===== src/ddr_buf_pkg.sv =====
package ddr_buf_pkg;

  // ==============================
  // data widths
  // ==============================
  localparam int word_width     = 32;                          // one stream word
  localparam int words_per_line = 4;                           // words packed per line
  localparam int line_width     = word_width * words_per_line; // 128 bit memory line
  localparam int word_idx_width = $clog2(words_per_line);      // word slot select

  // ==============================
  // burst and storage sizes
  // ==============================
  localparam int burst_len        = 4;                          // lines per burst
  localparam int beat_width       = $clog2(burst_len);          // beat counter
  localparam int fifo_depth       = 16;                         // lines per fifo
  localparam int fifo_count_width = $clog2(fifo_depth + 1);     // 0..fifo_depth
  localparam int store_lines      = 64;                         // ring depth in lines
  localparam int store_addr_width = $clog2(store_lines);        // ring address
  localparam int stored_width     = $clog2(store_lines + 1);    // unread line count
  localparam int count_width      = 32;                         // accepted word counter

  // word 0 sits in bits [word_width-1:0]
  typedef logic [line_width-1:0] line_t;

endpackage


===== src/line_unpacker.sv =====
module line_unpacker (
  input  logic                                     c0_ddr4_ui_clk,
  input  logic                                     rst,
  input  ddr_buf_pkg::line_t                       rd_fifo_head,     // read fifo head
  input  logic [ddr_buf_pkg::fifo_count_width-1:0] rd_fifo_count,
  output logic                                     rd_fifo_pop,
  output logic [ddr_buf_pkg::word_width-1:0]       rd_data_out,      // word stream
  output logic                                     rd_data_out_valid
);

  ddr_buf_pkg::line_t                       line_hold;  // line being split
  logic [ddr_buf_pkg::word_idx_width-1:0]   word_idx;   // word on the output
  logic                                     busy;       // line in progress
  logic                                     last_word;

  assign last_word = busy && (word_idx == ddr_buf_pkg::words_per_line - 1);

  // take the next line on the last word so lines run back to back
  assign rd_fifo_pop = (!busy || last_word) && (rd_fifo_count != 0);

  assign rd_data_out       = line_hold[word_idx*ddr_buf_pkg::word_width +: ddr_buf_pkg::word_width];
  assign rd_data_out_valid = busy;

  // ==============================
  // word sequencing
  // ==============================
  always_ff @(posedge c0_ddr4_ui_clk)
  begin
    if (rst)
    begin
      busy     <= 1'b0;
      word_idx <= '0;
    end
    else if (rd_fifo_pop)
    begin
      busy     <= 1'b1;                  // start with word 0
      word_idx <= '0;
    end
    else if (busy)
    begin
      word_idx <= word_idx + 1'b1;
      if (last_word)
      begin
        busy <= 1'b0;                    // fifo empty, go idle
      end
    end
  end

  always_ff @(posedge c0_ddr4_ui_clk)
  begin
    if (rd_fifo_pop)
    begin
      line_hold <= rd_fifo_head;         // capture before head moves
    end
  end

endmodule


===== config.mk =====
export PLATFORM = sky130hd
export DESIGN_NAME = line_unpacker
export DESIGN_NICKNAME = d
export VERILOG_FILES = /design/src/ddr_buf_pkg.sv /design/src/line_unpacker.sv
export SDC_FILE = /design/constraint.sdc
export NUM_CORES = 1
export LEC_CHECK = 0
export ABC_AREA = 0
export BUFFER_PORTS_ARGS = -buffer_cell sky130_fd_sc_hd__buf_2
export CORE_MARGIN = 2
export CORE_UTILIZATION = 53
export CTS_CLUSTER_SIZE = 14
export DETAILED_ROUTE_END_ITERATION = 16
export HOLD_SLACK_MARGIN = 0.02
export PLACE_DENSITY = 0.87
export SLEW_MARGIN = 30
export SYNTH_ARGS = -nofsm -noshare
export SYNTH_HDL_FRONTEND = slang
export SYNTH_SLANG_ARGS = --single-unit

===== constraint.sdc =====
create_clock -name c0_ddr4_ui_clk -period 31.9 [get_ports c0_ddr4_ui_clk]
set_input_delay 3.19 -clock c0_ddr4_ui_clk [delete_from_list [all_inputs] [get_ports c0_ddr4_ui_clk]]
set_output_delay 3.19 -clock c0_ddr4_ui_clk [all_outputs]
set_load 0.005 [all_outputs]

Yosys cells after proc, flatten, opt, wreduce, memory -nomap -nowiden
Cells that the tools add are included.
{"block": "classes", "addsub": 1, "multipliers": 0, "div_mod_pow": 0, "n_lt_le_gt_ge": 0, "eq_ne": 1, "shift": 1, "muxes": 3, "bitwise_logic": 0, "reduce_logical": 6}
{"operator": "$shiftx 128x8->32", "count": 1}
{"operator": "$reduce_bool 5->1", "count": 1}
{"operator": "$mux 1", "count": 3}
{"operator": "$add 2x1->2 const B", "count": 1}
{"operator": "$eq 2x2->1 const B", "count": 1}
{"operator": "$logic_and 1x1->1", "count": 2}
{"operator": "$reduce_or 2->1", "count": 1}
{"operator": "$logic_not 1->1", "count": 1}
{"operator": "$logic_or 1x1->1", "count": 1}
{"block": "totals", "register_bits": 131, "latchBits": 0, "ram_bits": 0, "romBits": 0, "in_bits": 135, "output_inout_bits": 34, "wordCells": 15, "n_memories": 0}

Logic depth before layout (Yosys ltp)
{"block": "depth", "ltp_word": 5, "mapped_depth": 5, "ltp_nobuf": 3}

Least setup slack after synthesis
Ideal clock, no wire load.
{"block": "synth_timing", "kind": "input to output", "startpoint": "input port rd_fifo_count[0] in the netlist's numbering", "endpoint": "output port rd_fifo_pop", "arrival_ns": 12.588, "required_time_ns": 28.710, "slack_ns": 16.122, "cell_stages": 2, "n_path_buf": 0, "cell_sequence": "nor3_4 a21boi_0"}
{"block": "synth_via", "elab_chain_cells": 2}
{"element": "from (decl)", "line_no": "line_unpacker.sv:5", "rtl": "input logic [ddr_buf_pkg::fifo_count_width-1:0] rd_fifo_count,"}
{"element": "$reduce_bool 5->1", "line_no": "line_unpacker.sv:19", "rtl": "assign rd_fifo_pop = (!busy || last_word) && (rd_fifo_count != 0);"}
{"element": "$logic_and 1x1->1", "line_no": "line_unpacker.sv:19"}
{"element": "to (decl)", "line_no": "line_unpacker.sv:6", "rtl": "output logic rd_fifo_pop,"}
No other way between the ends.

Worst setup path in the final report
{"block": "layout_timing", "startpoint": "input port rd_fifo_count[2] in the netlist's numbering", "endpoint": "output port rd_fifo_pop"}
The elaborated chain is that of the path after synthesis.

==> run_results.csv <==
group,metric,value,unit
drt,drcViolationCount,0,
setup_path,cpLargestDelayFamily,"simple AND/OR/NAND/NOR gates",
run,cap_violations,0,
die,die_area,0.00991,mm^2
clock_tree,clk_pin_slew,0.06,ns
finish,layout_commonest_cell,"buf_2",
clock_tree,cts_buffer_depth,2,
synthesis,synth.distinct_cells,20,
setup_path,worstSetupStartpointType,"input pin",
pwr,netSwitchingPower,0.0000871,W
setup_path,cp.required,28.71,ns
clock_tree,post-cts-setup-buffer-count,0,
die,core,0.00881,mm^2
clock_tree,postCtsHoldBufs,0,
timing,max_freq,0.141,GHz
drt,viasPerCell,5.27,
finish,finalNonFillerCells,490,
setup_path,path_cells,"buf_2 -> nor2_1 -> a21boi_4 -> buf_2",
setup_path,r2r_slack,28.33,ns
timing,slew_headroom,41.3,%
drt,ant_nets,0,
pwr,swShare,20.9,%
die,row_count,34,
setup_path,cp_max_fo,6,
clock_tree,htree_levels,4,
timing,fin_crit,7.11,ns
finish,regArea,0.00391,mm^2
worst_hold_path,min_to,"word_idx[0]$_SDFFE_PP0P_",
setup_path,worst-r2r-cell-count,6,
timing,setup_tns,0,ns
finish,fillers,558,
finish,post-route-util,72.0,%
setup_path,worst-setup-path-type,"in2out",
place,gp_congestion,0.711,
pwr,p_per_area,65.7,mW/mm^2
synthesis,netlist_instances,186,
pwr,p_leak,2.45,nW
finish,drive_gt1_share,61.2,%
timing,worst_pin_slew,0.881,ns
clock_tree,cts-root-buf,"clkbuf_8",
run_status,outcome,"completed",
setup_path,worstReg2RegEnd,"line_hold[127]$_DFFE_PP_",
place,dp_hpwl,5820,um
setup_path,critical_path_buf_inv_count,2,
synthesis,synth_nets,322,
drt,top_layer_used,"met4",
timing,rsz0062_at_grt,"no",
pwr,irDropWorstVdd,50.5,uV
clock_tree,cts_tree,"done",
finish,most-common-layout-cells,"168 x buf_2, 128 x edfxtp_1, 28 x mux4_2",
drt,drt-wirelength-per-cell,18.0,um
setup_path,cp_slowest_cell,"nor2_1",
timing,setup_ws,24.79,ns
worst_hold_path,hp-class,"reg2reg",
place,pre_cts_ws,24.80,ns
timing,clock-skew-final,0.00905,ns
place,portBuffers,168,
drt,drtIter0Drc,76,
timing,finalCritPeriodShare,22.3,%
die,ioPinCount,169,
die,die_y,99.6,um
clock_tree,post_cts_resized,0,
timing,hold_viol,0,
setup_path,timing.rr.start,"word_idx[0]$_SDFFE_PP0P_",
global_routing,grt_remaining_overflow,0,
pwr,p_seq_share,49.4,%
global_routing,grt_pass1_wl,13500,um
finish,area_growth,30.9,%
worst_hold_path,holdCritStartpoint,"rd_data_out_valid$_SDFF_PP0_",
place,dp.cells,457,
global_routing,grt_pass1_vias,2723,
setup_path,arrival,3.92,ns
setup_path,cp_common_cell,"buf_2",
finish,multi_input_area,855,um^2
synthesis,avgSynthCellArea,26.0,um^2
global_routing,grt_use_total,18.5,%
clock_tree,clock_latency,0.51,ns
synthesis,ys_warn_count,0,
synthesis,syn_area,0.00484,mm^2
pwr,clkPwrFrac,44.0,%
clock_tree,clock-sinks,131,
synthesis,synth_seq_cells,131,
drt,drtPass1Iterations,4,
global_routing,grt_max_degree,69,
pwr,pwr-share-comb,6.5,%
global_routing,antenna_found_initial,0,
setup_path,cpPeakStageDelay,0.36,ns
die,start_util,55.0,%
drt,wl_met1,3350,um
timing,slew_viol_final,0,
setup_path,end_kind,"output pin",
die,die_w,99.6,um
drt,met2_length,4420,um
drt,num_vias,2583,
clock_tree,numCtsBuffers,17,
drt,routed_wl,8840,um
pwr,p_int,0.000329,W
finish,nets,504,
drt,dr_wl_met3,908,um
timing,setup_viol,0,
synthesis,synth_seq_area_share,80.6,%
worst_hold_path,whs_path_depth,2,
flip-flops by register name, summed over array words and instances (netlist names):
name	flops
word_idx	2
line_hold	128
rd_data_out_valid	1
per-layer routing:
| metal | vias up | track usage [%] |
|---|---|---|
| li1 | 1178 | - |
| met1 | 1254 | 22.2 |
| met2 | 138 | 29.5 |
| met3 | 13 | 7.94 |
| met4 | 0 | 8.01 |
| met5 | - | 0 |
cell type report:
| type | count | share of cell area [%] |
|---|---|---|
| diodes | 1 | 0.0395 |
| repair buffers | 171 | 13.6 |
| well taps | 108 | 2.13 |
| multi-input cells | 46 | 13.5 |
| clock buffers | 17 | 6.54 |
| inverters | 1 | 0.0592 |
| clock inverters | 15 | 2.47 |
| flip-flops and latches | 131 | 61.7 |
tightest hold or removal path: cells and delay by family, from the launching register on:
kind	cells	cell delay [ns]
AOI/OAI and AO/OA	1	0.08
buffers and inverters	1	0.09
DFF	1	0.36
cells in the mapped netlist:
master / n / area share (%)
nand3_1: 1 / 0.10
buf_6: 1 / 0.23
buf_2: 3 / 0.31
nand4_1: 2 / 0.26
nand2b_1: 1 / 0.13
dfxtp_1: 3 / 1.2
nor3_4: 1 / 0.34
nor2_1: 1 / 0.077
nand3b_1: 1 / 0.16
a31oi_1: 2 / 0.26
mux4_1: 4 / 2.2
clkbuf_1: 1 / 0.077
nor3b_1: 1 / 0.16
mux4_2: 28 / 13
ha_1: 1 / 0.26
a21boi_0: 2 / 0.31
inv_1: 1 / 0.077
o41ai_1: 1 / 0.18
edfxtp_1: 128 / 79
buf_12: 3 / 1.2
power by group through the flow:
stage	sequential, W	combinational [W]	clock [W]
4_1_cts	0.000206	0.0000277	0.000187
3_5_place_dp	0.000209	0.0000274	0
5_1_grt	0.000207	0.0000297	0.000194
3_3_place_gp	0.000208	0.0000266	0
2_1_floorplan	0.000210	0.0000146	0
6_report	0.000206	0.0000272	0.000183
kinds of logic (layout without fill, tap and decap cells):
kind of cell	after synthesis	count (layout)	synth area share, %
AND/OR/NAND/NOR	8	8	1.21
AO/OA/AOI/OAI	5	5	0.749
flip-flops	131	131	80.6
other	0	1	0
buffers and inverters	9	204	1.94
adder cells (fa/ha/maj)	1	1	0.258
multiplexers	32	32	15.2
how the worst max path moves through the flow:
stage                     start           to  slack [ns]  cells after the start
6_report       rd_fifo_count[2]  rd_fifo_pop       24.79                      4
5_1_grt        rd_fifo_count[2]  rd_fifo_pop       24.74                      4
4_1_cts        rd_fifo_count[2]  rd_fifo_pop       24.80                      4
3_5_place_dp   rd_fifo_count[2]  rd_fifo_pop       24.80                      4
3_3_place_gp   rd_fifo_count[2]  rd_fifo_pop       24.84                      4
2_1_floorplan  rd_fifo_count[0]  rd_fifo_pop       16.12                      2
per-stage QoR:
step                hold slack [ns]  power (W)  area (um^2)
global placement              0.538   0.000235         5760
finish                        0.581   0.000416         6340
CTS                           0.574   0.000421         6330
global route                  0.616   0.000430         6330
floorplan                     0.528   0.000225         4840
detailed placement            0.556   0.000237         5760
Power figures use the tool's default switching activity.
