File: config.mk
export PLATFORM = sky130hd
export DESIGN_NAME = line_fifo
export DESIGN_NICKNAME = d
export VERILOG_FILES = /design/src/line_fifo.sv
export SDC_FILE = /design/constraint.sdc
export NUM_CORES = 1
export LEC_CHECK = 0
export BUFFER_PORTS_ARGS = -buffer_cell sky130_fd_sc_hd__buf_2
export CELL_PAD_IN_SITES_DETAIL_PLACEMENT = 0
export CELL_PAD_IN_SITES_GLOBAL_PLACEMENT = 2
export CORE_MARGIN = 4
export CORE_UTILIZATION = 43
export CTS_CLUSTER_SIZE = 24
export DETAILED_ROUTE_END_ITERATION = 12
export PLACE_DENSITY_LB_ADDON = 0.1
export SYNTH_ARGS = -nofsm -noshare
export SYNTH_HDL_FRONTEND = slang
export SYNTH_SLANG_ARGS = --single-unit
File: constraint.sdc
create_clock -name c0_ddr4_ui_clk -period 5.1 [get_ports c0_ddr4_ui_clk]
set_input_delay 0.51 -clock c0_ddr4_ui_clk [delete_from_list [all_inputs] [get_ports c0_ddr4_ui_clk]]
set_output_delay 0.51 -clock c0_ddr4_ui_clk [all_outputs]
set_load 0.01 [all_outputs]
File: src/line_fifo.sv
module line_fifo #(
  parameter type payload_t = logic,  // entry type
  parameter int  depth     = 16      // entries
) (
  input  logic                       c0_ddr4_ui_clk,
  input  logic                       rst,
  input  logic                       push,       // write strobe
  input  payload_t                   push_data,
  input  logic                       pop,        // advance head
  output payload_t                   head,       // oldest entry
  output logic [$clog2(depth+1)-1:0] count       // occupancy
);

  payload_t                   mem [depth];    // entry storage
  logic [$clog2(depth)-1:0]   wr_ptr;         // next free slot
  logic [$clog2(depth)-1:0]   rd_ptr;         // oldest slot
  logic                       do_push;
  logic                       do_pop;

  assign do_push = push && (count != depth);  // drop when full
  assign do_pop  = pop && (count != 0);       // ignore when empty
  assign head    = mem[rd_ptr];               // next entry visible after pop

  // storage write
  always_ff @(posedge c0_ddr4_ui_clk)
  begin
    if (do_push)
    begin
      mem[wr_ptr] <= push_data;
    end
  end

  // ==============================
  // pointers and occupancy
  // ==============================
  always_ff @(posedge c0_ddr4_ui_clk)
  begin
    if (rst)
    begin
      wr_ptr <= '0;
      rd_ptr <= '0;
      count  <= '0;
    end
    else
    begin
      if (do_push)
      begin
        wr_ptr <= (wr_ptr == depth - 1) ? '0 : wr_ptr + 1'b1;  // wrap at depth
      end
      if (do_pop)
      begin
        rd_ptr <= (rd_ptr == depth - 1) ? '0 : rd_ptr + 1'b1;
      end
      case ({do_push, do_pop})
        2'b10:   count <= count + 1'b1;
        2'b01:   count <= count - 1'b1;
        default: count <= count;         // none or both
      endcase
    end
  end

endmodule

# Word-level counts from Yosys, hierarchy flattened
# Memories as Yosys holds them, arrays and structs flattened. A register that Yosys moved wholly into a read port is not among the register bits.
# Cells that the tools add are included.
# Widths: inputs -> output; s select.
[totals]
regBits = 13
ramBits = 16
elab_cells = 24
mem_count = 1
[mem_list]
columns = ["name", "words", "width", "read_ports", "rd_clocked_by_memory_dff", "wr", "line_no", "source"]
rows = [
  ["mem", 16, 1, 1, 1, 1, "14", "payload_t mem [depth];"],
]
[op_classes]
add_sub_neg = 4
n_eq_ne = 5
muxes = 7
n_reduce_logical = 4
[ops]
columns = ["operator", "n"]
rows = [
  ["$mux 4", 4],
  ["$pmux 5 s2", 1],
  ["$add 4x1->4 const B", 2],
  ["$eq 4x4->1 const B", 2],
  ["$add 5x1->5 const B", 1],
  ["$ne 5x5->1 const B", 1],
  ["$reduce_bool 5->1", 1],
  ["$sub 5x1->5 const B", 1],
  ["$eq 2x1->1 const B", 1],
  ["$eq 2x2->1 const B", 1],
  ["$logic_and 1x1->1", 2],
  ["$mux 1", 2],
  ["$reduce_bool 2->1", 1],
]

# Depth between registers and ports, before layout
# Gate-level depths: netlist (run 1).
[logic_depth]
ltp_word = 4
depth_mapped = 13
ltp_nobuf = 10

# Least setup slack after synthesis (run 1)
# OpenSTA, ideal clock, no wires.
[synth_path]
path_type = "register to register"
start = "register count[1]"
end = "register count[4]"
setup_time_ns = 0.121
arrival_time_ns = 2.798
required_ns = 4.979
slack_ns = 2.182
path_stages_with_launch = 14
n_path_buf = 3
synth_period_minus_slack_ns = 2.918
path_cell_list = "dfxtp_1 buf_6 or4_4 o21a_4 inv_2 buf_6 ha_1 clkbuf_1 xor2_1 ha_1 and3b_1 o21ai_0 a31oi_1 mux2_2"
[synth_via]
elab_chain_len = 4
elab_cells_between_ends = 10
classes_between = "2 x add/sub; 3 x eq/ne; 1 x mux; 4 x reduce/logical"
[synth_rtl]
columns = ["item", "line_no", "source"]
rows = [
  ["start: declaration", "11", "output logic [$clog2(depth+1)-1:0] count"],
  ["start signal: assignment", "55", "2'b10: count <= count + 1'b1;"],
  ["start signal: assignment", "56", "2'b01: count <= count - 1'b1;"],
  ["start signal: assignment", "57", "default: count <= count;"],
  ["branches (longest 4 deep; another with $sub 5x1->5)", "--", ""],
]
# Several ways; the timed one is not identified.
# A chain may end at the register's enable or synchronous reset.

# Worst setup path in the final report (run 1)
# Ends and elaborated chain as after synthesis.

==> impl_metrics.ini, run 1 <==
[place]
post_dp_cell_area_mm2 = 0.00168
dp.cells = 188
gp_congestion = 0.711
dpl.hpwl_um = 2000
numPortBuffers = 10

[yosys]
postSynthCellCount = 139
synthArstFlopShare = 0
synth_ff_type = dfxtp_1
syn_nets = 152
ys_seq_elements = 33
syn_area_mm2 = 0.00161
yosys_warnings = 0
yosysSeqAreaShare = 0.509
synth_area_per_cell_um2 = 11.6
synth-edff-count = 16
ys_types = 39

[setup_path]
r2r-start = count[1]
crit_slowest_cell = or4_4
path_delay_family = simple AND/OR/NAND/NOR gates
critPathKind = register to register
critPathBufInv = 1
slowest_delay_ps = 600
crit_fanout = 9
crit_path_start_kind = register
crit_path_frequent_cell = ha_1
cp-startpoint = count[1]
cp_cell_sequence = or4_4 > o21ai_1 > inv_1 > ha_1 > xor2_1 > ha_1 > and3b_1 > o21ai_0 > a31oi_1 > mux2_2
crit_required_ps = 5260
cp-end-kind = register
worstPathArrival_ps = 3200

[power]
power.leakage_uw = 0.000683
ir_worst_vdd_mv = 0.239
p_comb_frac = 0.290
seq_power_share = 0.429
p_clk_frac = 0.281
p_switching_uw = 259
netSwitchingFraction = 0.312
powerDensity_mw_per_mm2 = 465
internal_power_uw = 571

[final_layout]
layout.cell_area.non_filler_mm2 = 0.00178
n_fill_cell = 328
fin_nets = 162
layout-drive-gt1-share = 0.180
area_growth_pct = 10.6
utilization = 0.514
diodes = 0
fin_cells = 196

[clock_network]
clock-sinks = 33
clk_latency_ps = 270
post_cts_resized = 0
cts_root_buf = clkbuf_8
postCtsHoldBufs = 0
post_cts_buffers = 0
htreeDepth = 2
path_clk_slew_ps = 70
cts_max_path_buffers = 2
cts_tree = yes
numCtsBuffers = 5

[sta]
slew-limit-headroom = 0.684
slew_violations = 0
max_freq_mhz = 329
hold_violations = 0
holdWs_ps = 524
layout_min_cycle_time_ps = 3040
fin_crit_sh = 0.596
tns_ps = 0
setup_viol = 0
grt_setup_unrepaired = no
worst_pin_slew_ps = 467
skew_ps = 4.55

[drt]
wl_um = 2790
drtAntennaViolNets = 0
via_per_inst = 5.23
dr.pass1.iters = 4
wl_per_cell_um = 14.2
drt-initial-drc-count = 70
vias = 1025
drc = 0

[floorplanning]
ios = 11
dieHeight_um = 69.2
core.rowCount = 21
start_util = 0.465
core_mm2 = 0.00347
die_area_mm2 = 0.00479
die_width_um = 69.2

[global_route]
grt_max_degree = 17
grt_pass1_vias = 1035
track_usage = 0.131
grt_pass1_wl_um = 4970
antenna_found_initial = 0
overflow = 0

[run]
max_cap_violations = 0

[hold_path]
hp-start = wr_ptr[0]
min_path_type = register to register

[status]
status = finished, final reports clean
-- synthesized netlist by cell type, types with 2 or more instances --
library cell   n  area, µm²
clkbuf_1       4       15.0
o21ai_0        5       25.0
buf_6          2       22.5
and4_1         3       26.3
a31oi_1        2       12.5
dfxtp_1       17        340
nand3_1        5       25.0
nor2_1        10       37.5
inv_1          4       15.0
nor3_1         2       10.0
xor2_1         5       43.8
edfxtp_1      16        480
o211ai_1       2       15.0
or3_1          2       12.5
mux2i_1        2       20.0
and3_1         3       18.8
a21oi_1        7       35.0
ha_1           8        100
nand2_1        7       26.3
nor2b_1        3       18.8
nor4b_1        4       35.0
mux2_2         2       22.5
mux4_2         5        113
and2_1         4       25.0
-- placed cells by master (no fill, tap or decap), drive strengths merged --
master | synthesis | final
a21boi | 1 | 1
a21o | 1 | 1
a21oi | 7 | 7
a22oi | 1 | 1
a311o | 1 | 1
a31oi | 2 | 2
and2 | 4 | 4
and3 | 3 | 3
and3b | 1 | 1
and4 | 3 | 3
buf | 3 | 10
bufinv | 0 | 1
clkbuf | 4 | 6
clkinv | 0 | 1
dfxtp | 17 | 17
edfxtp | 16 | 16
ha | 8 | 8
inv | 5 | 5
mux2 | 2 | 2
mux2i | 2 | 2
mux4 | 5 | 5
nand2 | 7 | 7
nand3 | 5 | 5
nand3b | 1 | 1
nor2 | 11 | 11
nor2b | 3 | 3
nor3 | 2 | 2
nor3b | 1 | 1
nor4b | 4 | 4
o211ai | 2 | 2
o21a | 2 | 2
o21ai | 6 | 6
o31ai | 1 | 1
or3 | 2 | 2
or4 | 1 | 1
xor2 | 5 | 5
-- power by group through the flow --
stage	registers, µW	logic (µW)	clock network (µW)
floorplan	349	199	0
global placement	361	240	0
detailed placement	362	238	0
CTS	357	241	237
global route	364	275	257
finish	356	241	233
-- worst min-delay path: cells and delay by family, from the launching register on --
kind / cells / cell delay, ps
flops: 1 / 350
compound gates: 1 / 60
simple gates: 1 / 70
-- stage by stage --
stage | worst slack (ps) | power [µW]
floorplan | 2180 | 548
global placement | 2180 | 601
detailed placement | 2130 | 599
CTS | 2070 | 834
global route | 1820 | 896
finish | 2060 | 830
-- area by class of cell --
cell class	instances	area, µm²	share of cell area
Clock buffer	6	72.6	0.0407
Clock inverter	2	33.8	0.0189
Inverter	5	18.8	0.0105
Multi-Input combinational cell	94	731	0.410
Sequential cell	33	821	0.460
Tap cell	46	57.6	0.0323
Timing Repair Buffer	10	50.0	0.0281
-- cell families (layout without fill, tap and decap cells) --
| kind of cell | count (synthesis) | in the layout | share of synthesized area |
|---|---|---|---|
| buf+inv | 12 | 23 | 0.0380 |
| simple gates | 48 | 48 | 0.171 |
| fa+ha+maj | 8 | 8 | 0.0621 |
| mux | 9 | 9 | 0.0962 |
| flops | 33 | 33 | 0.509 |
| xor+xnor | 5 | 5 | 0.0272 |
| compound gates | 24 | 24 | 0.0962 |
-- per-layer routing --
metal,vias to the layer above,part of all wire,track usage
li1,531,-,-
met2,14,0.43,0.191
met4,0,0.0068,0.0456
met3,2,0.036,0.0507
met5,-,0,0
met1,478,0.53,0.178
-- worst paths after layout --
path | to | slack (ps) | depth (start not counted)
hold / removal | wr_ptr[0] | 520 | 2
setup reg to reg | count[4] | 2060 | 10
hold reg to reg | wr_ptr[0] | 520 | 2
setup / recovery | count[4] | 2060 | 10
Note: power is estimated with default switching activity, not from simulation.
==> run 2, diff against run 1 <==
--- a/config.mk
+++ b/config.mk
@@ -9,7 +9,7 @@
 export CELL_PAD_IN_SITES_DETAIL_PLACEMENT = 0
 export CELL_PAD_IN_SITES_GLOBAL_PLACEMENT = 2
 export CORE_MARGIN = 4
-export CORE_UTILIZATION = 43
+export CORE_UTILIZATION = 40
 export CTS_CLUSTER_SIZE = 24
 export DETAILED_ROUTE_END_ITERATION = 12
 export PLACE_DENSITY_LB_ADDON = 0.1
==> constraint.sdc (replaced) <==
create_clock -name c0_ddr4_ui_clk -period 2.93 [get_ports c0_ddr4_ui_clk]
set_input_delay 0.293 -clock c0_ddr4_ui_clk [delete_from_list [all_inputs] [get_ports c0_ddr4_ui_clk]]
set_output_delay 0.293 -clock c0_ddr4_ui_clk [all_outputs]
set_load 0.01 [all_outputs]
==> impl_metrics.ini, run 2 (same netlist as run 1, synthesis figures left out) <==
[setup_path]
reg2reg_depth = 10
r2r_slack_ps = 260
crit_path_frequent_cell = ha_1
crit_slowest_cell = or4_4
critPathKind = register to register
slowest_delay_ps = 600
r2r-start = count[1]
worstPathArrival_ps = 2850
worstReg2RegEnd = count[4]
crit_fanout = 9
cp-startpoint = count[1]
cp_cell_sequence = or4_4 > o21a_4 > inv_2 > ha_1 > xor2_1 > ha_1 > and3b_1 > o21ai_0 > a31oi_1 > mux2_2
crit_required_ps = 3100
endpoint = count[4]
cp-end-kind = register
crit_path_start_kind = register

[place]
post_dp_cell_area_mm2 = 0.00171
place_ws_ps = 265
gp_congestion = 0.784
dpl.hpwl_um = 2140
numPortBuffers = 10

[drt]
dr.pass1.iters = 4
wl_per_cell_um = 14.1
drc = 0
via_per_inst = 5.23
vias = 1057
drtAntennaViolNets = 0
wl_um = 2850
drt-initial-drc-count = 51

[sta]
max_freq_mhz = 374
setup_viol = 0
worst_pin_slew_ps = 469
layout_min_cycle_time_ps = 2670
slew_violations = 0
setup_ws_ps = 255
tns_ps = 0
grt_setup_unrepaired = no
skew_ps = 4.25
hold_violations = 0
fin_crit_sh = 0.913
slew-limit-headroom = 0.687

[floorplanning]
ios = 11
die_area_mm2 = 0.00511
core.rowCount = 22
start_util = 0.428
dieHeight_um = 71.5
core_mm2 = 0.00377
die_width_um = 71.5

[clock_network]
numCtsBuffers = 5
clk_latency_ps = 280
cts_root_buf = clkbuf_8
postCtsHoldBufs = 0
path_clk_slew_ps = 70
cts_max_path_buffers = 2
cts_tree = yes
post_cts_resized = 0
clock-sinks = 33
post_cts_buffers = 0
htreeDepth = 2

[global_route]
met3_usage = 0.0449
grtUsageMet2 = 0.167
antenna_found_initial = 0
overflow = 0
grt_max_degree = 17
grt.busiest_layer = met1
grt_pass1_wl_um = 4770
track_usage = 0.123
grt_util_met1 = 0.172
grt_pass1_vias = 988

[final_layout]
layout.cell_area.non_filler_mm2 = 0.00180
layout_commonest_cell = dfxtp_1
layout-drive-gt1-share = 0.208
final_cell_mix = 17 x dfxtp_1, 16 x edfxtp_1, 10 x nor2_1, 10 x buf_2, 8 x ha_1
diodes = 0
area_growth_pct = 11.9
fin_nets = 166
n_fill_cell = 337

[run]
max_cap_violations = 0

[status]
status = finished, final reports clean

[power]
ir_worst_vdd_mv = 0.413
power.leakage_uw = 0.000695
finalPower_uw = 1410
powerDensity_mw_per_mm2 = 781

[hold_path]
min_path_type = primary input to register
run 2: where the power goes:
group          switching, µW  total, µW  internal [µW]
Clock                    157        347            191
Combinational            221        451            230
Sequential              72.7        610            538
Total                    450       1410            958
run 2: critical path: cells and delay by family (launching register included):
family / cells / cell delay (ps)
mux: 1 / 350
flops: 1 / 390
simple gates: 2 / 750
buf+inv: 1 / 70
compound gates: 3 / 480
xor+xnor: 1 / 160
fa+ha+maj: 2 / 380
run 2: routing by layer:
metal  vias up  share of wire
met1       503           0.53
met5         -              0
met2        14           0.42
met4         0          0.016
li1        535              -
met3         5          0.033
run 2: worst min path at each step:
stage                     startpoint         to  cells past startpoint
after floorplan            push_data     mem[0]                      0
after global placement     rd_ptr[3]  rd_ptr[3]                      2
after detailed placement   rd_ptr[3]  rd_ptr[3]                      2
after CTS                        rst   count[0]                      2
after global routing       push_data     mem[6]                      1
final                            rst   count[0]                      2
run 2: metrics by stage:
step,hold WS (ps),instances,util
final,364,202,0.478
after global placement,503,194,0.454
after CTS,363,202,0.478
after global routing,370,202,0.478
after detailed placement,512,194,0.454
after floorplan,392,139,-
run 2: final cells by class:
cell class	instances	area, µm²	share of cell area
Tap cell	48	60.1	0.0333
Clock inverter	1	7.51	0.00416
Clock buffer	7	86.3	0.0479
Sequential cell	33	821	0.455
Timing Repair Buffer	14	80.1	0.0444
Multi-Input combinational cell	94	731	0.405
Inverter	5	18.8	0.0104
