===== src/ddr_buf_pkg.sv =====
package ddr_buf_pkg;

  // ==============================
  // data widths
  // ==============================
  localparam int word_width     = 32;                          // one stream word
  localparam int words_per_line = 4;                           // words packed per line
  localparam int line_width     = word_width * words_per_line; // 128 bit memory line
  localparam int word_idx_width = $clog2(words_per_line);      // word slot select

  // ==============================
  // burst and storage sizes
  // ==============================
  localparam int burst_len        = 4;                          // lines per burst
  localparam int beat_width       = $clog2(burst_len);          // beat counter
  localparam int fifo_depth       = 16;                         // lines per fifo
  localparam int fifo_count_width = $clog2(fifo_depth + 1);     // 0..fifo_depth
  localparam int store_lines      = 64;                         // ring depth in lines
  localparam int store_addr_width = $clog2(store_lines);        // ring address
  localparam int stored_width     = $clog2(store_lines + 1);    // unread line count
  localparam int count_width      = 32;                         // accepted word counter

  // word 0 sits in bits [word_width-1:0]
  typedef logic [line_width-1:0] line_t;

endpackage


===== src/intake_packer.sv =====
module intake_packer (
  input  logic                                c0_ddr4_ui_clk,
  input  logic                                rst,
  input  logic [ddr_buf_pkg::word_width-1:0]  wr_data_in,       // incoming word
  input  logic                                wr_data_in_valid,
  input  logic                                start_work,       // intake gate
  input  logic [ddr_buf_pkg::count_width-1:0] delay_thread,     // read-out threshold
  output ddr_buf_pkg::line_t                  line_data,        // packed line
  output logic                                line_valid,       // one cycle push
  output logic                                read_en           // sticky until reset
);

  ddr_buf_pkg::line_t                       line_reg;   // line under assembly
  logic [ddr_buf_pkg::word_idx_width-1:0]   word_idx;   // next word slot
  logic [ddr_buf_pkg::count_width-1:0]      wr_cnt;     // accepted words so far
  logic                                     accept;
  logic                                     last_word;

  assign accept    = start_work && wr_data_in_valid;                  // gated intake
  assign last_word = (word_idx == ddr_buf_pkg::words_per_line - 1);   // slot 3
  assign line_data = line_reg;

  // ==============================
  // packing
  // ==============================
  // payload only, slot select comes from word_idx
  always_ff @(posedge c0_ddr4_ui_clk)
  begin
    if (accept)
    begin
      line_reg[word_idx*ddr_buf_pkg::word_width +: ddr_buf_pkg::word_width] <= wr_data_in;
    end
  end

  always_ff @(posedge c0_ddr4_ui_clk)
  begin
    if (rst)
    begin
      word_idx   <= '0;
      line_valid <= 1'b0;
    end
    else
    begin
      line_valid <= accept && last_word;  // line complete next cycle
      if (accept)
      begin
        word_idx <= word_idx + 1'b1;      // wraps after slot 3
      end
    end
  end

  // ==============================
  // word count and read enable
  // ==============================
  always_ff @(posedge c0_ddr4_ui_clk)
  begin
    if (rst)
    begin
      wr_cnt <= '0;
    end
    else if (accept)
    begin
      wr_cnt <= wr_cnt + 1'b1;            // one per accepted word
    end
  end

  always_ff @(posedge c0_ddr4_ui_clk)
  begin
    if (rst)
    begin
      read_en <= 1'b0;
    end
    else if (wr_cnt >= delay_thread)
    begin
      read_en <= 1'b1;                    // latches, never clears
    end
  end

endmodule


===== config.mk =====
export PLATFORM = sky130hd
export DESIGN_NAME = intake_packer
export DESIGN_NICKNAME = d
export VERILOG_FILES = /design/src/ddr_buf_pkg.sv /design/src/intake_packer.sv
export SDC_FILE = /design/constraint.sdc
export NUM_CORES = 1
export LEC_CHECK = 0
export BUFFER_PORTS_ARGS = -buffer_cell sky130_fd_sc_hd__buf_2
export CAP_MARGIN = 15
export CORE_MARGIN = 5
export CORE_UTILIZATION = 57
export DETAILED_ROUTE_END_ITERATION = 10
export PLACE_DENSITY = 0.91
export SLEW_MARGIN = 20
export SYNTH_ARGS = -nofsm -noshare
export SYNTH_HDL_FRONTEND = slang
export SYNTH_SLANG_ARGS = --single-unit
export TNS_END_PERCENT = 1

===== constraint.sdc =====
create_clock -name c0_ddr4_ui_clk -period 2.94 [get_ports c0_ddr4_ui_clk]
set_input_delay 0.294 -clock c0_ddr4_ui_clk [delete_from_list [all_inputs] [get_ports c0_ddr4_ui_clk]]
set_output_delay 0.294 -clock c0_ddr4_ui_clk [all_outputs]
set_load 0.03 [all_outputs]

Yosys cells after proc, flatten, opt, wreduce, memory -nomap -nowiden
Index checks and enable logic that the tools add are counted.
{ "totals": {"regBits": 164, "latch_bits": 0, "ramBits": 0, "romBits": 0, "inputBits": 68, "out_inout_bits": 130, "word_cells": 15, "n_memories": 0} }
{ "op_classes": {"n_addsub": 3, "multipliers": 0, "div_mod_pow": 0, "order_cmp": 1, "eq_ne": 1, "shifts": 2, "muxes": 1, "bitwise": 0, "reduce_logical": 2} }
{ "op_table": {"columns": ["cell", "count"], "rows": [
  ["128-bit bitwise mux", 1],
  ["32-bit by 34-bit variable shift with 128-bit output (first input constant)", 1],
  ["32-bit by 34-bit variable part select with 128-bit output", 1],
  ["7-bit negation with 34-bit output", 1],
  ["32-bit by 1-bit adder with 32-bit output (second input constant)", 1],
  ["32-bit greater-or-equal comparator", 1],
  ["2-bit by 1-bit adder with 2-bit output (second input constant)", 1],
  ["2-bit equality test (second input constant)", 1],
  ["1-bit logical AND", 2]
]} }

Longest topological paths before layout
Gate-level depths: netlist of run 1.
{ "depth": {"depth_word": 3, "ltp_mapped": 7, "mapped_depth_nobuf": 7} }

Worst setup path after synthesis of run 1
No wires, ideal clock.
{ "synth_path": {"path_type": "flip-flop to flip-flop", "start": "register word_idx[0] (netlist name)", "end": "register line_reg[0], in the netlist line_data[0], enable pin", "setup_time_ps": 392, "t_arrival_ps": 1447, "required_time_ps": 2548, "setup_slack_ps": 1101, "path_stages_with_launch": 4, "n_path_buf": 0, "period_less_slack_ps": 1839, "cell_sequence": "dfxtp_1 inv_1 ha_1 and3_1"} }
{ "synth_lines": {"columns": ["element", "line", "text"], "rows": [
  ["to (signal, indexed assignment)", "intake_packer.sv:31", "line_reg[word_idx*ddr_buf_pkg::word_width +: ddr_buf_pkg::word_width] <= wr_data_in;"],
  ["to (decl)", "intake_packer.sv:13", "ddr_buf_pkg::line_t line_reg;"]
]} }

Final worst setup path of run 1
{ "layout_path": {"start": "register word_idx[0] (netlist name)", "end": "register line_reg[45], in the netlist line_data[45], data pin"} }
{ "layout_via": {"elab_chain_cells": 3, "word_cells_on_any_way": 4, "cone_classes": "add/sub (1); shift (2); mux (1)"} }
{ "layout_lines": {"columns": ["element", "line", "text"], "rows": [
  ["from (decl)", "intake_packer.sv:14", "logic [ddr_buf_pkg::word_idx_width-1:0] word_idx;"],
  ["from (signal assigned)", "intake_packer.sv:47", "word_idx <= word_idx + 1'b1;"],
  ["7-bit negation with 34-bit output (*)", "intake_packer.sv:31", null],
  ["32-bit by 34-bit variable part select with 128-bit output / 32-bit by 34-bit variable shift with 128-bit output (equally long branches)", "intake_packer.sv:31", null],
  ["128-bit bitwise mux (*)", "intake_packer.sv:31", null]
]} }
Mark *: on every way between the ends. The rest lies on a longest branch, timed or not.
A chain may end at the register's enable or synchronous reset.

==> metrics, run 1 <==
port bufs=197; delay of the slowest critical-path stage=0.57 ns; setup TNS=0 ns; Via Count=5150; ys async rst share=0%; Post-Route WL=16800 µm; number of library cell types mapped by synthesis=35; setup bufs post-CTS=0; CTS tree=yes; fmax=438 MHz; R2R Path End=line_data[45]$_DFFE_PP_; # hold bufs at CTS=0; GRT met3 Usage=5.99%; Crit Path Category=reg -> reg; LEAKAGE=3.70 nW; RSZ-0062 raised after global routing=false; Worst VDD drop=0.000269 V; Startpoint Class=flop; yosys warns=0; post-DR wirelength/cell=17.6 µm; register bit total from synthesis=164; I/O pin count=198; vias per cell=5.40; met1 Usage GRT=25.9%; R2R Setup Slk=0.66 ns; global-route wire length before repair=26400 µm; synthesized instance count=568; Filler cells=860; routability congestion estimate=0.815; area of the multi-input gates=0.00247 mm²; Pre-antenna DRT Iters=4; highest-delay cell along the critical path=nor3b_2; Final ANT Viol Nets=0; Hold Startpoint=wr_data_in[4]; Hold Vio Cnt, Final=0; Max-Cap Viols=0; Crit Path Max Fanout=21; Root Driver=clkbuf_16; Util after Layout=72.0%; pin count of the biggest net entering global routing=38; critical path arrival=2.57 ns; total gr overflow=0; synthesized area=0.00722 mm²; HP Class=in -> reg; Final Skew=0.0143 ns; relative slew slack=42.4%; die height=123 µm; worst slack, placed=0.631 ns; Power Dens Cells=574 mW/mm²; Worst-Margin Slew=0.863 ns; Clock Path Buffers=2; grt peak-use layer=met2; outcome=finished, final reports clean; Setup WS post-layout=0.659 ns; met2 Use GR=42.2%; Worst Hold Depth=2; DRT iter0 DRCs=358; R2R cell count=5; CTS resizes=0; leading cell type in the layout, fill and taps excluded=buf_2; Area Growth Syn to Fin=24.8%; gr usage total=23.1%; Register Area=0.00456 mm²; most frequent cells in the layout=buf_2 (197), and2_1 (129), edfxtp_1 (128), ha_1 (38); Worst Setup End Kind=flop; Core Area=0.0125 mm²; Num CTS Buffers=17; die area=0.0150 mm²; initial antenna violation count=0; DP HPWL=12000 µm; DRC errors left=0; antenna cell count=0; latest clock arrival within the worst-skew pair=0.42 ns; number of global-route vias before repair=5307; Min Hold Slack=0.191 ns; Final min period=2.28 ns; clk slew on worst S/H paths=0.07 ns; Post-synth top flop=edfxtp_1; Worst Hold Path EP=line_data[68]$_DFFE_PP_; Syn Area/Cell=12.7 µm²; Crit path required time=3.22 ns; final slew viol count=0; Post-Syn Nets=674; fin nets=876; number of flops mapped to enable cells by yosys=128; Core Rows=41; Cell Chain, Critical Path=inv_1 -> ha_1 -> nor3b_2 -> buf_4 -> and2_1; CTS Sinks=164; sequential-to-total area share from yosys stat=63.2%; H-tree Lvls=4; Final setup viols=0; Die Width=123 µm; reg2reg start=word_idx[0]$_SDFFE_PP0P_; Starting Density=57.7%; ratio of cells with drive above 1 in the final layout=32.1%; Final Cycle Share=77.6%
[stage by stage]
step,total power [mW],area (µm²),std cells
6_report,5.17,9010,954
5_1_grt,5.34,9010,954
3_5_place_dp,2.98,8400,923
4_1_cts,5.20,9010,954
2_1_floorplan,2.82,7220,568
3_3_place_gp,2.95,8400,923
[layer usage]
layer	up-vias	part of all wire, %
met5	-	0
met4	0	2.3
met3	38	7.6
met2	239	52
met1	2496	38
li1	2377	-
[worst max-delay path: cells and delay by family, from the launching register on]
kind / cells / cell delay (ns)
flops: 1 / 0.46
buf+inv: 2 / 0.52
fa+ha+maj: 1 / 0.41
simple gates: 2 / 0.74
[worst max-delay path by stage]
stage | startpoint | end | slack (ns) | cells after the start
after floorplan | word_idx[0]$_SDFFE_PP0P_ | line_data[0]$_DFFE_PP_ | 1.10 | 3
final | word_idx[0]$_SDFFE_PP0P_ | line_data[45]$_DFFE_PP_ | 0.66 | 5
after global placement | word_idx[0]$_SDFFE_PP0P_ | line_data[33]$_DFFE_PP_ | 0.82 | 5
after detailed placement | word_idx[0]$_SDFFE_PP0P_ | line_data[45]$_DFFE_PP_ | 0.63 | 5
after CTS | word_idx[0]$_SDFFE_PP0P_ | line_data[45]$_DFFE_PP_ | 0.61 | 5
after global routing | word_idx[0]$_SDFFE_PP0P_ | line_data[58]$_DFFE_PP_ | 0.44 | 5
[cell type report]
class                           instances  share of cell area [%]
Sequential cell                       164                    50.7
Multi-Input combinational cell        350                    27.5
Timing Repair Buffer                  201                    11.3
Clock buffer                           17                    4.72
Tap cell                              172                    2.39
Clock inverter                         14                    1.97
Inverter                               36                    1.50
[cells by family (layout without fill, tap and decap cells)]
kind of cell	count (synthesis)	in the layout	share of synthesized area [%]
buffers and inverters	54	268	2.86
AND/OR/NAND/NOR	255	255	21.3
adder cells (fa/ha/maj)	38	38	6.59
XOR/XNOR	32	32	3.88
AO/OA/AOI/OAI	25	25	2.18
flip-flops	164	164	63.2
[state kept, by name, indices dropped and copies added (netlist names)]
| register | count |
|---|---|
| line_data | 128 |
| read_en | 1 |
| word_idx | 2 |
| wr_cnt | 32 |
| line_valid | 1 |
[Yosys cell counts (2+ instances only)]
library cell	instances	area, µm²
o21ai_0	4	20.0
nand2_1	22	82.6
nor3b_1	3	22.5
xnor2_1	17	149
dfxtp_1	36	721
a211oi_1	2	15.0
and2_1	129	807
nand4_1	13	81.3
and3_1	9	56.3
a2111oi_0	2	17.5
nand4_4	2	42.5
clkbuf_1	16	60.1
nor2_1	35	131
ha_1	38	475
nor3_1	8	40.0
nand3_1	14	70.1
edfxtp_1	128	3840
a21oi_1	12	60.1
and4_1	8	70.1
nor4_2	6	75.1
inv_1	36	135
xor2_1	15	131
[power by group]
group	switching [mW]	internal [mW]	leakage, nW
Combinational	0.238	0.127	2.00
Clock	0.902	1.34	0.283
Sequential	0.0169	2.54	1.42
Note: power is estimated with default switching activity, not from simulation.
==> inputs of run 2 (changes only) <==
--- a/config.mk
+++ b/config.mk
@@ -5,12 +5,13 @@
 export SDC_FILE = /design/constraint.sdc
 export NUM_CORES = 1
 export LEC_CHECK = 0
+export ABC_AREA = 1
 export BUFFER_PORTS_ARGS = -buffer_cell sky130_fd_sc_hd__buf_2
 export CAP_MARGIN = 15
 export CORE_MARGIN = 5
-export CORE_UTILIZATION = 57
+export CORE_UTILIZATION = 53
 export DETAILED_ROUTE_END_ITERATION = 10
-export PLACE_DENSITY = 0.91
+export PLACE_DENSITY = 0.85
 export SLEW_MARGIN = 20
 export SYNTH_ARGS = -nofsm -noshare
 export SYNTH_HDL_FRONTEND = slang
==> constraint.sdc (replaced) <==
create_clock -name c0_ddr4_ui_clk -period 2.35 [get_ports c0_ddr4_ui_clk]
set_input_delay 0.235 -clock c0_ddr4_ui_clk [delete_from_list [all_inputs] [get_ports c0_ddr4_ui_clk]]
set_output_delay 0.235 -clock c0_ddr4_ui_clk [all_outputs]
set_load 0.03 [all_outputs]
==> run 2 against run 1 <==
Register-to-register slack worse by 0.12 ns. Sequential power is 25% higher. Final cell count is 23% higher. Combinational power is 74% higher. Synthesized area is 5.2% higher. Sequential share of layout area is 2.3 points lower. Flip-flop and latch count stayed put. Worst setup slack worse by 0.12 ns. Via count is 21% higher. Fmax is 26% higher. Global-route usage is 1.0 points higher. Critical endpoint is now line_data[110]$_DFFE_PP_. Largest cell class unchanged.
==> metrics, run 2 <==
Crit path required time=2.60 ns; LEAKAGE=4.33 nW; Worst Setup End Kind=flop; fin nets=1090; relative slew slack=70.7%; Final ANT Viol Nets=0; fmax=552 MHz; initial antenna violation count=1; die height=130 µm; Filler cells=1050; DP HPWL=14900 µm; setup bufs post-CTS=0; yosys warns=0; Pre-antenna DRT Iters=5; number of library cell types mapped by synthesis=30; H-tree Lvls=4; RSZ-0062 raised after global routing=false; Synth area leader=edfxtp_1; number of flops mapped to enable cells by yosys=128; Hold Vio Cnt, Final=0; delay-heaviest family, CP=buffers and inverters; highest-delay cell along the critical path=dfxtp_1; CTS tree=yes; Final setup viols=0; outcome=finished, final reports clean; Final Cycle Share=77.0%; die area=0.0168 mm²; HP Class=in -> reg; Power Dens Cells=703 mW/mm²; Starting Density=54.3%; Largest register FFs=128; Area Growth Syn to Fin=24.4%; WP buf/inv=3; CTS resizes=0; global-route wire length before repair=30500 µm; Post-Route WL=20300 µm; Post-Syn Nets=884; synthesized area=0.00759 mm²; vias per cell=5.31; top-count cell post-synth=nor2_1; post-DR wirelength/cell=17.3 µm; Clock Path Buffers=2; Core Area=0.0140 mm²; Post-synth top flop=edfxtp_1; pin count of the biggest net entering global routing=33; Core Rows=43; Die Width=130 µm; # hold bufs at CTS=0; Final min period=1.81 ns; Syn Area/Cell=9.76 µm²; routability congestion estimate=0.928; DRC errors left=0; leading cell type in the layout, fill and taps excluded=buf_2; CTS Sinks=164; gr usage total=24.2%; Max-Cap Viols=0; Via Count=6245; I/O pin count=198; worst slack, placed=0.626 ns; Worst-Margin Slew=0.440 ns; total gr overflow=0; Crit Path Max Fanout=32; final slew viol count=0; port bufs=197; Startpoint Class=flop; sequential-to-total area share from yosys stat=60.1%; critical path arrival=2.06 ns; total power=6.64 mW; most frequent cells in the layout=buf_2 (197), nor2_1 (142), edfxtp_1 (128), inv_1 (127), nand2_1 (93); area share of the largest cell type after synthesis=50.6%; latest clock arrival within the worst-skew pair=0.44 ns; top post-synthesis cells by area=edfxtp_1 (51%), dfxtp_1 (9.5%), nor2_1 (7.2%), inv_1 (6.3%), ha_1 (6.3%); synthesized instance count=778; Setup WS post-layout=0.540 ns; register bit total from synthesis=164; Commonest cells post-synth=nor2_1 (146), edfxtp_1 (128), inv_1 (127); clk slew on worst S/H paths=0.07 ns; delay of the slowest critical-path stage=0.35 ns; ys async rst share=0%; DRT iter0 DRCs=598; Worst VDD drop=0.000581 V; Most Frequent Cell on Critical Path=inv_1; Root Driver=clkbuf_16; number of global-route vias before repair=5824; ratio of cells with drive above 1 in the final layout=27.1%; Final Skew=0.0127 ns; Crit Path Category=reg -> reg; Cell Chain, Critical Path=inv_1 -> ha_1 -> inv_1 -> buf_4 -> nand3_1 -> nor2_1; Num CTS Buffers=17
## run 2: cell count changes in the layout (fill, tap and decap cells not counted), sizes merged, moves of 14 or more
cell / before / now
and2: 129 / 2
nor2: 35 / 157
inv: 40 / 130
nand2: 22 / 98
nand3: 15 / 52
nor3: 8 / 42
a21oi: 12 / 29
xnor2: 17 / 0
buf: 201 / 215
xor2: 15 / 1
## run 2: path summary, 6_finish.rpt
kind / from / endpoint / slack (ns) / depth (start not counted)
max reg2reg: word_idx[0]$_SDFFE_PP0P_ / line_data[110]$_DFFE_PP_ / 0.54 / 6
min reg2reg: wr_cnt[6]$_SDFFE_PP0P_ / wr_cnt[6]$_SDFFE_PP0P_ / 0.50 / 2
min: rst / read_en$_SDFFE_PP0P_ / 0.13 / 2
max: word_idx[0]$_SDFFE_PP0P_ / line_data[110]$_DFFE_PP_ / 0.54 / 6
## run 2: stage by stage
step	area, µm²	setup TNS [ns]	utilization (%)	hold slack (ns)	std cells
detailed placement	8850	0	63.3	0.490	1145
floorplan	7590	-14.79	-	0.455	778
CTS	9440	0	67.5	0.124	1176
global route	9440	0	67.5	0.147	1177
global placement	8850	0	63.3	0.474	1145
finish	9440	0	67.5	0.131	1177
## run 2: report_power, final
part | leakage (nW) | total [mW] | internal, mW | switching [mW]
registers | 1.49 | 3.20 | 3.18 | 0.0195
clock network | 0.279 | 2.80 | 1.66 | 1.14
logic | 2.56 | 0.637 | 0.176 | 0.461
## run 2: cell families (layout without fill, tap and decap cells)
family | after synthesis | in the layout | synth area share, %
DFF | 164 | 164 | 60.1
other | 0 | 1 | 0
and+or+nand+nor | 361 | 361 | 21.6
AOI/OAI and AO/OA | 56 | 56 | 4.02
xor gates and xnor gates | 1 | 1 | 0.115
adders and majority gates | 38 | 38 | 6.26
buffers and inverters | 158 | 376 | 7.86
## run 2: per-layer routing
layer  global-route usage, %  wire length (µm)  share of wire, %
met5                       0                 0                 0
met4                    12.7              1010               5.0
met3                    6.43              1930               9.5
met2                    39.2              9870                48
met1                    29.7              7530                37
## run 2: cell type report
cell class                      count  area, µm²  area share, %
Clock inverter                     13        161           1.71
Antenna cell                        1       2.50         0.0265
Clock buffer                       18        429           4.54
Timing Repair Buffer              215       1120           11.9
Multi-Input combinational cell    456       2450           26.0
Inverter                          130        488           5.17
Tap cell                          180        225           2.39
Sequential cell                   164       4560           48.3
## run 2: worst register-to-register path, stage by stage, from the launching register on
cell     delay, ns
dfxtp_1       0.35
inv_1         0.12
ha_1          0.32
inv_1         0.08
buf_4         0.31
nand3_1       0.20
nor2_1        0.24
==> inputs of run 3 (changes only) <==
--- a/config.mk
+++ b/config.mk
@@ -9,9 +9,9 @@
 export BUFFER_PORTS_ARGS = -buffer_cell sky130_fd_sc_hd__buf_2
 export CAP_MARGIN = 15
 export CORE_MARGIN = 5
-export CORE_UTILIZATION = 53
+export CORE_UTILIZATION = 48
 export DETAILED_ROUTE_END_ITERATION = 10
-export PLACE_DENSITY = 0.85
+export PLACE_DENSITY = 0.81
 export SLEW_MARGIN = 20
 export SYNTH_ARGS = -nofsm -noshare
 export SYNTH_HDL_FRONTEND = slang
==> constraint.sdc (replaced) <==
create_clock -name c0_ddr4_ui_clk -period 1.5 [get_ports c0_ddr4_ui_clk]
set_input_delay 0.15 -clock c0_ddr4_ui_clk [delete_from_list [all_inputs] [get_ports c0_ddr4_ui_clk]]
set_output_delay 0.15 -clock c0_ddr4_ui_clk [all_outputs]
set_load 0.03 [all_outputs]
==> run 3 against run 2 <==
The run now ends with setup timing left. Clock power rose by 57%. Register-to-register slack worse by 0.58 ns. Critical path type unchanged. Wire length shrank 2.0%. Fmax increased by 18%.
==> metrics, run 3 (synthesized netlist as in run 2, its figures left out) <==
CTS tree=yes; global-route wire length before repair=30700 µm; reg2reg start=wr_cnt[1]$_SDFFE_PP0P_; delay-heaviest family, CP=simple AND/OR/NAND/NOR gates; Startpoint Class=flop; total gr overflow=0; Max-Cap Viols=0; die height=136 µm; failing checks=setup timing; Root Driver=clkbuf_16; final slew viol count=0; number of global-route vias before repair=6017; Worst Hold Path EP=read_en$_SDFFE_PP0P_; Worst-Margin Slew=0.426 ns; Post-Route WL=19900 µm; RSZ-0062 raised after global routing=true; Most Frequent Cell on Critical Path=nor2_8; R2R cell count=11; CTS Sinks=164; fin nets=1108; die area=0.0184 mm²; Worst Setup End Kind=flop; fmax=651 MHz; DRT iter0 DRCs=377; Register Area=0.00458 mm²; Area Growth Syn to Fin=30.6%; antenna cell count=0; Crit Path Category=reg -> reg; outcome=finished, violations left; # hold bufs at CTS=0; Final setup viols=1; LEAKAGE=4.47 nW; port bufs=197; Final min period=1.54 ns; Final ANT Viol Nets=0; R2R Setup Slk=-0.04 ns; vias per cell=4.98; leading cell type in the layout, fill and taps excluded=buf_2; highest-delay cell along the critical path=dfxtp_2; Worst Hold Depth=2; ratio of cells with drive above 1 in the final layout=31.8%; Util after Layout=63.1%; pin count of the biggest net entering global routing=34; Core Rows=46; most frequent cells in the layout=buf_2 (197), nor2_1 (139), edfxtp_1 (128), inv_1 (122), nand2_1 (89); area of the multi-input gates=0.00256 mm²; Starting Density=48.3%; HP Class=in -> reg; Crit path required time=1.83 ns; Clock Path Buffers=2; WP buf/inv=2; Filler cells=1271; Hold Vio Cnt, Final=0; DP HPWL=15100 µm; Setup WS post-layout=-0.0356 ns; Via Count=6136; Crit Path Max Fanout=7; relative slew slack=71.5%; Pre-antenna DRT Iters=5; R2R Path End=wr_cnt[24]$_SDFFE_PP0P_; I/O pin count=198; Die Width=136 µm; gr usage total=21.7%; Final Skew=0.0126 ns; routability congestion estimate=0.853; critical path arrival=1.86 ns; worst slack, placed=-0.0409 ns; latest clock arrival within the worst-skew pair=0.42 ns; DRC errors left=0; clk slew on worst S/H paths=0.07 ns; Power Dens Cells=1060 mW/mm²; Worst VDD drop=0.000761 V; initial antenna violation count=3; post-DR wirelength/cell=16.2 µm; Core Area=0.0157 mm²; Hold Startpoint=rst; delay of the slowest critical-path stage=0.36 ns; Final Cycle Share=102%; Largest register FFs=128; Cell Chain, Critical Path=ha_4 -> inv_4 -> nor2_4 -> nand2_4 -> nor2_8 -> nand2_8 -> nor2_8 -> buf_4 -> nand4_1 -> nand2_1 -> nor2_1; H-tree Lvls=4; Num CTS Buffers=17
run 3: changes by cell type in the layout (fill, tap and decap cells not counted), sizes merged:
cell      before  now
clkinv         7    1
clkbuf        18   17
inv          130  141
diode          1    0
bufinv         3    1
clkinvlp       3    2
buf          215  233
run 3: worst max path at each step:
stage / start / to / slack, ns / cells past startpoint
global placement: wr_cnt[0]$_SDFFE_PP0P_ / wr_cnt[20]$_SDFFE_PP0P_ / 0.04 / 10
CTS: wr_cnt[31]$_SDFFE_PP0P_ / read_en$_SDFFE_PP0P_ / 0.009 / 8
detailed placement: wr_cnt[0]$_SDFFE_PP0P_ / wr_cnt[30]$_SDFFE_PP0P_ / -0.04 / 11
global route: wr_cnt[1]$_SDFFE_PP0P_ / wr_cnt[24]$_SDFFE_PP0P_ / -0.14 / 11
finish: wr_cnt[1]$_SDFFE_PP0P_ / wr_cnt[24]$_SDFFE_PP0P_ / -0.04 / 11
floorplan: word_idx[0]$_SDFFE_PP0P_ / line_data[64]$_DFFE_PP_ / -0.06 / 5
run 3: per-stage QoR:
step | setup TNS (ns) | cell area, µm² | hold slack, ns | total power, mW | cells
2_1_floorplan | -10.89 | 7720 | 0.369 | 5.78 | 778
3_3_place_gp | 0 | 9210 | 0.472 | 6.19 | 1196
3_5_place_dp | -0.186 | 9210 | 0.487 | 6.21 | 1196
5_1_grt | -1.35 | 9920 | 0.0598 | 10.9 | 1231
4_1_cts | 0 | 9820 | 0.0305 | 10.6 | 1228
6_report | -0.0356 | 9920 | 0.0394 | 10.5 | 1231
run 3: repair_timing:
item                       CTS  global route
pin swaps                    3             9
setup endpoints to repair    6            58
setup buffers                0             3
gates resized for setup      5            26
hold endpoints to repair     0             0
run 3: layer usage:
layer	GRT usage, %	wire, µm	up-vias
met5	0	40	-
met3	4.42	1730	34
met1	24.6	7030	2841
met4	7.89	492	6
li1	-	-	2996
met2	40.2	10700	259
run 3: layout make-up:
type	instances	area share, %
clock buffers	17	4.29
clock inverters	15	1.74
inverters	130	5.02
multi-input cells	456	25.8
flip-flops and latches	164	46.2
well taps	216	2.73
repair buffers	233	14.2
run 3: where the power goes:
group | switching, mW | total, mW | internal (mW) | leakage, nW
clock network | 2.00 | 4.39 | 2.39 | 0.290
registers | 0.0311 | 5.01 | 4.98 | 1.49
logic | 0.741 | 1.10 | 0.358 | 2.69
total | 2.77 | 10.5 | 7.73 | 4.47
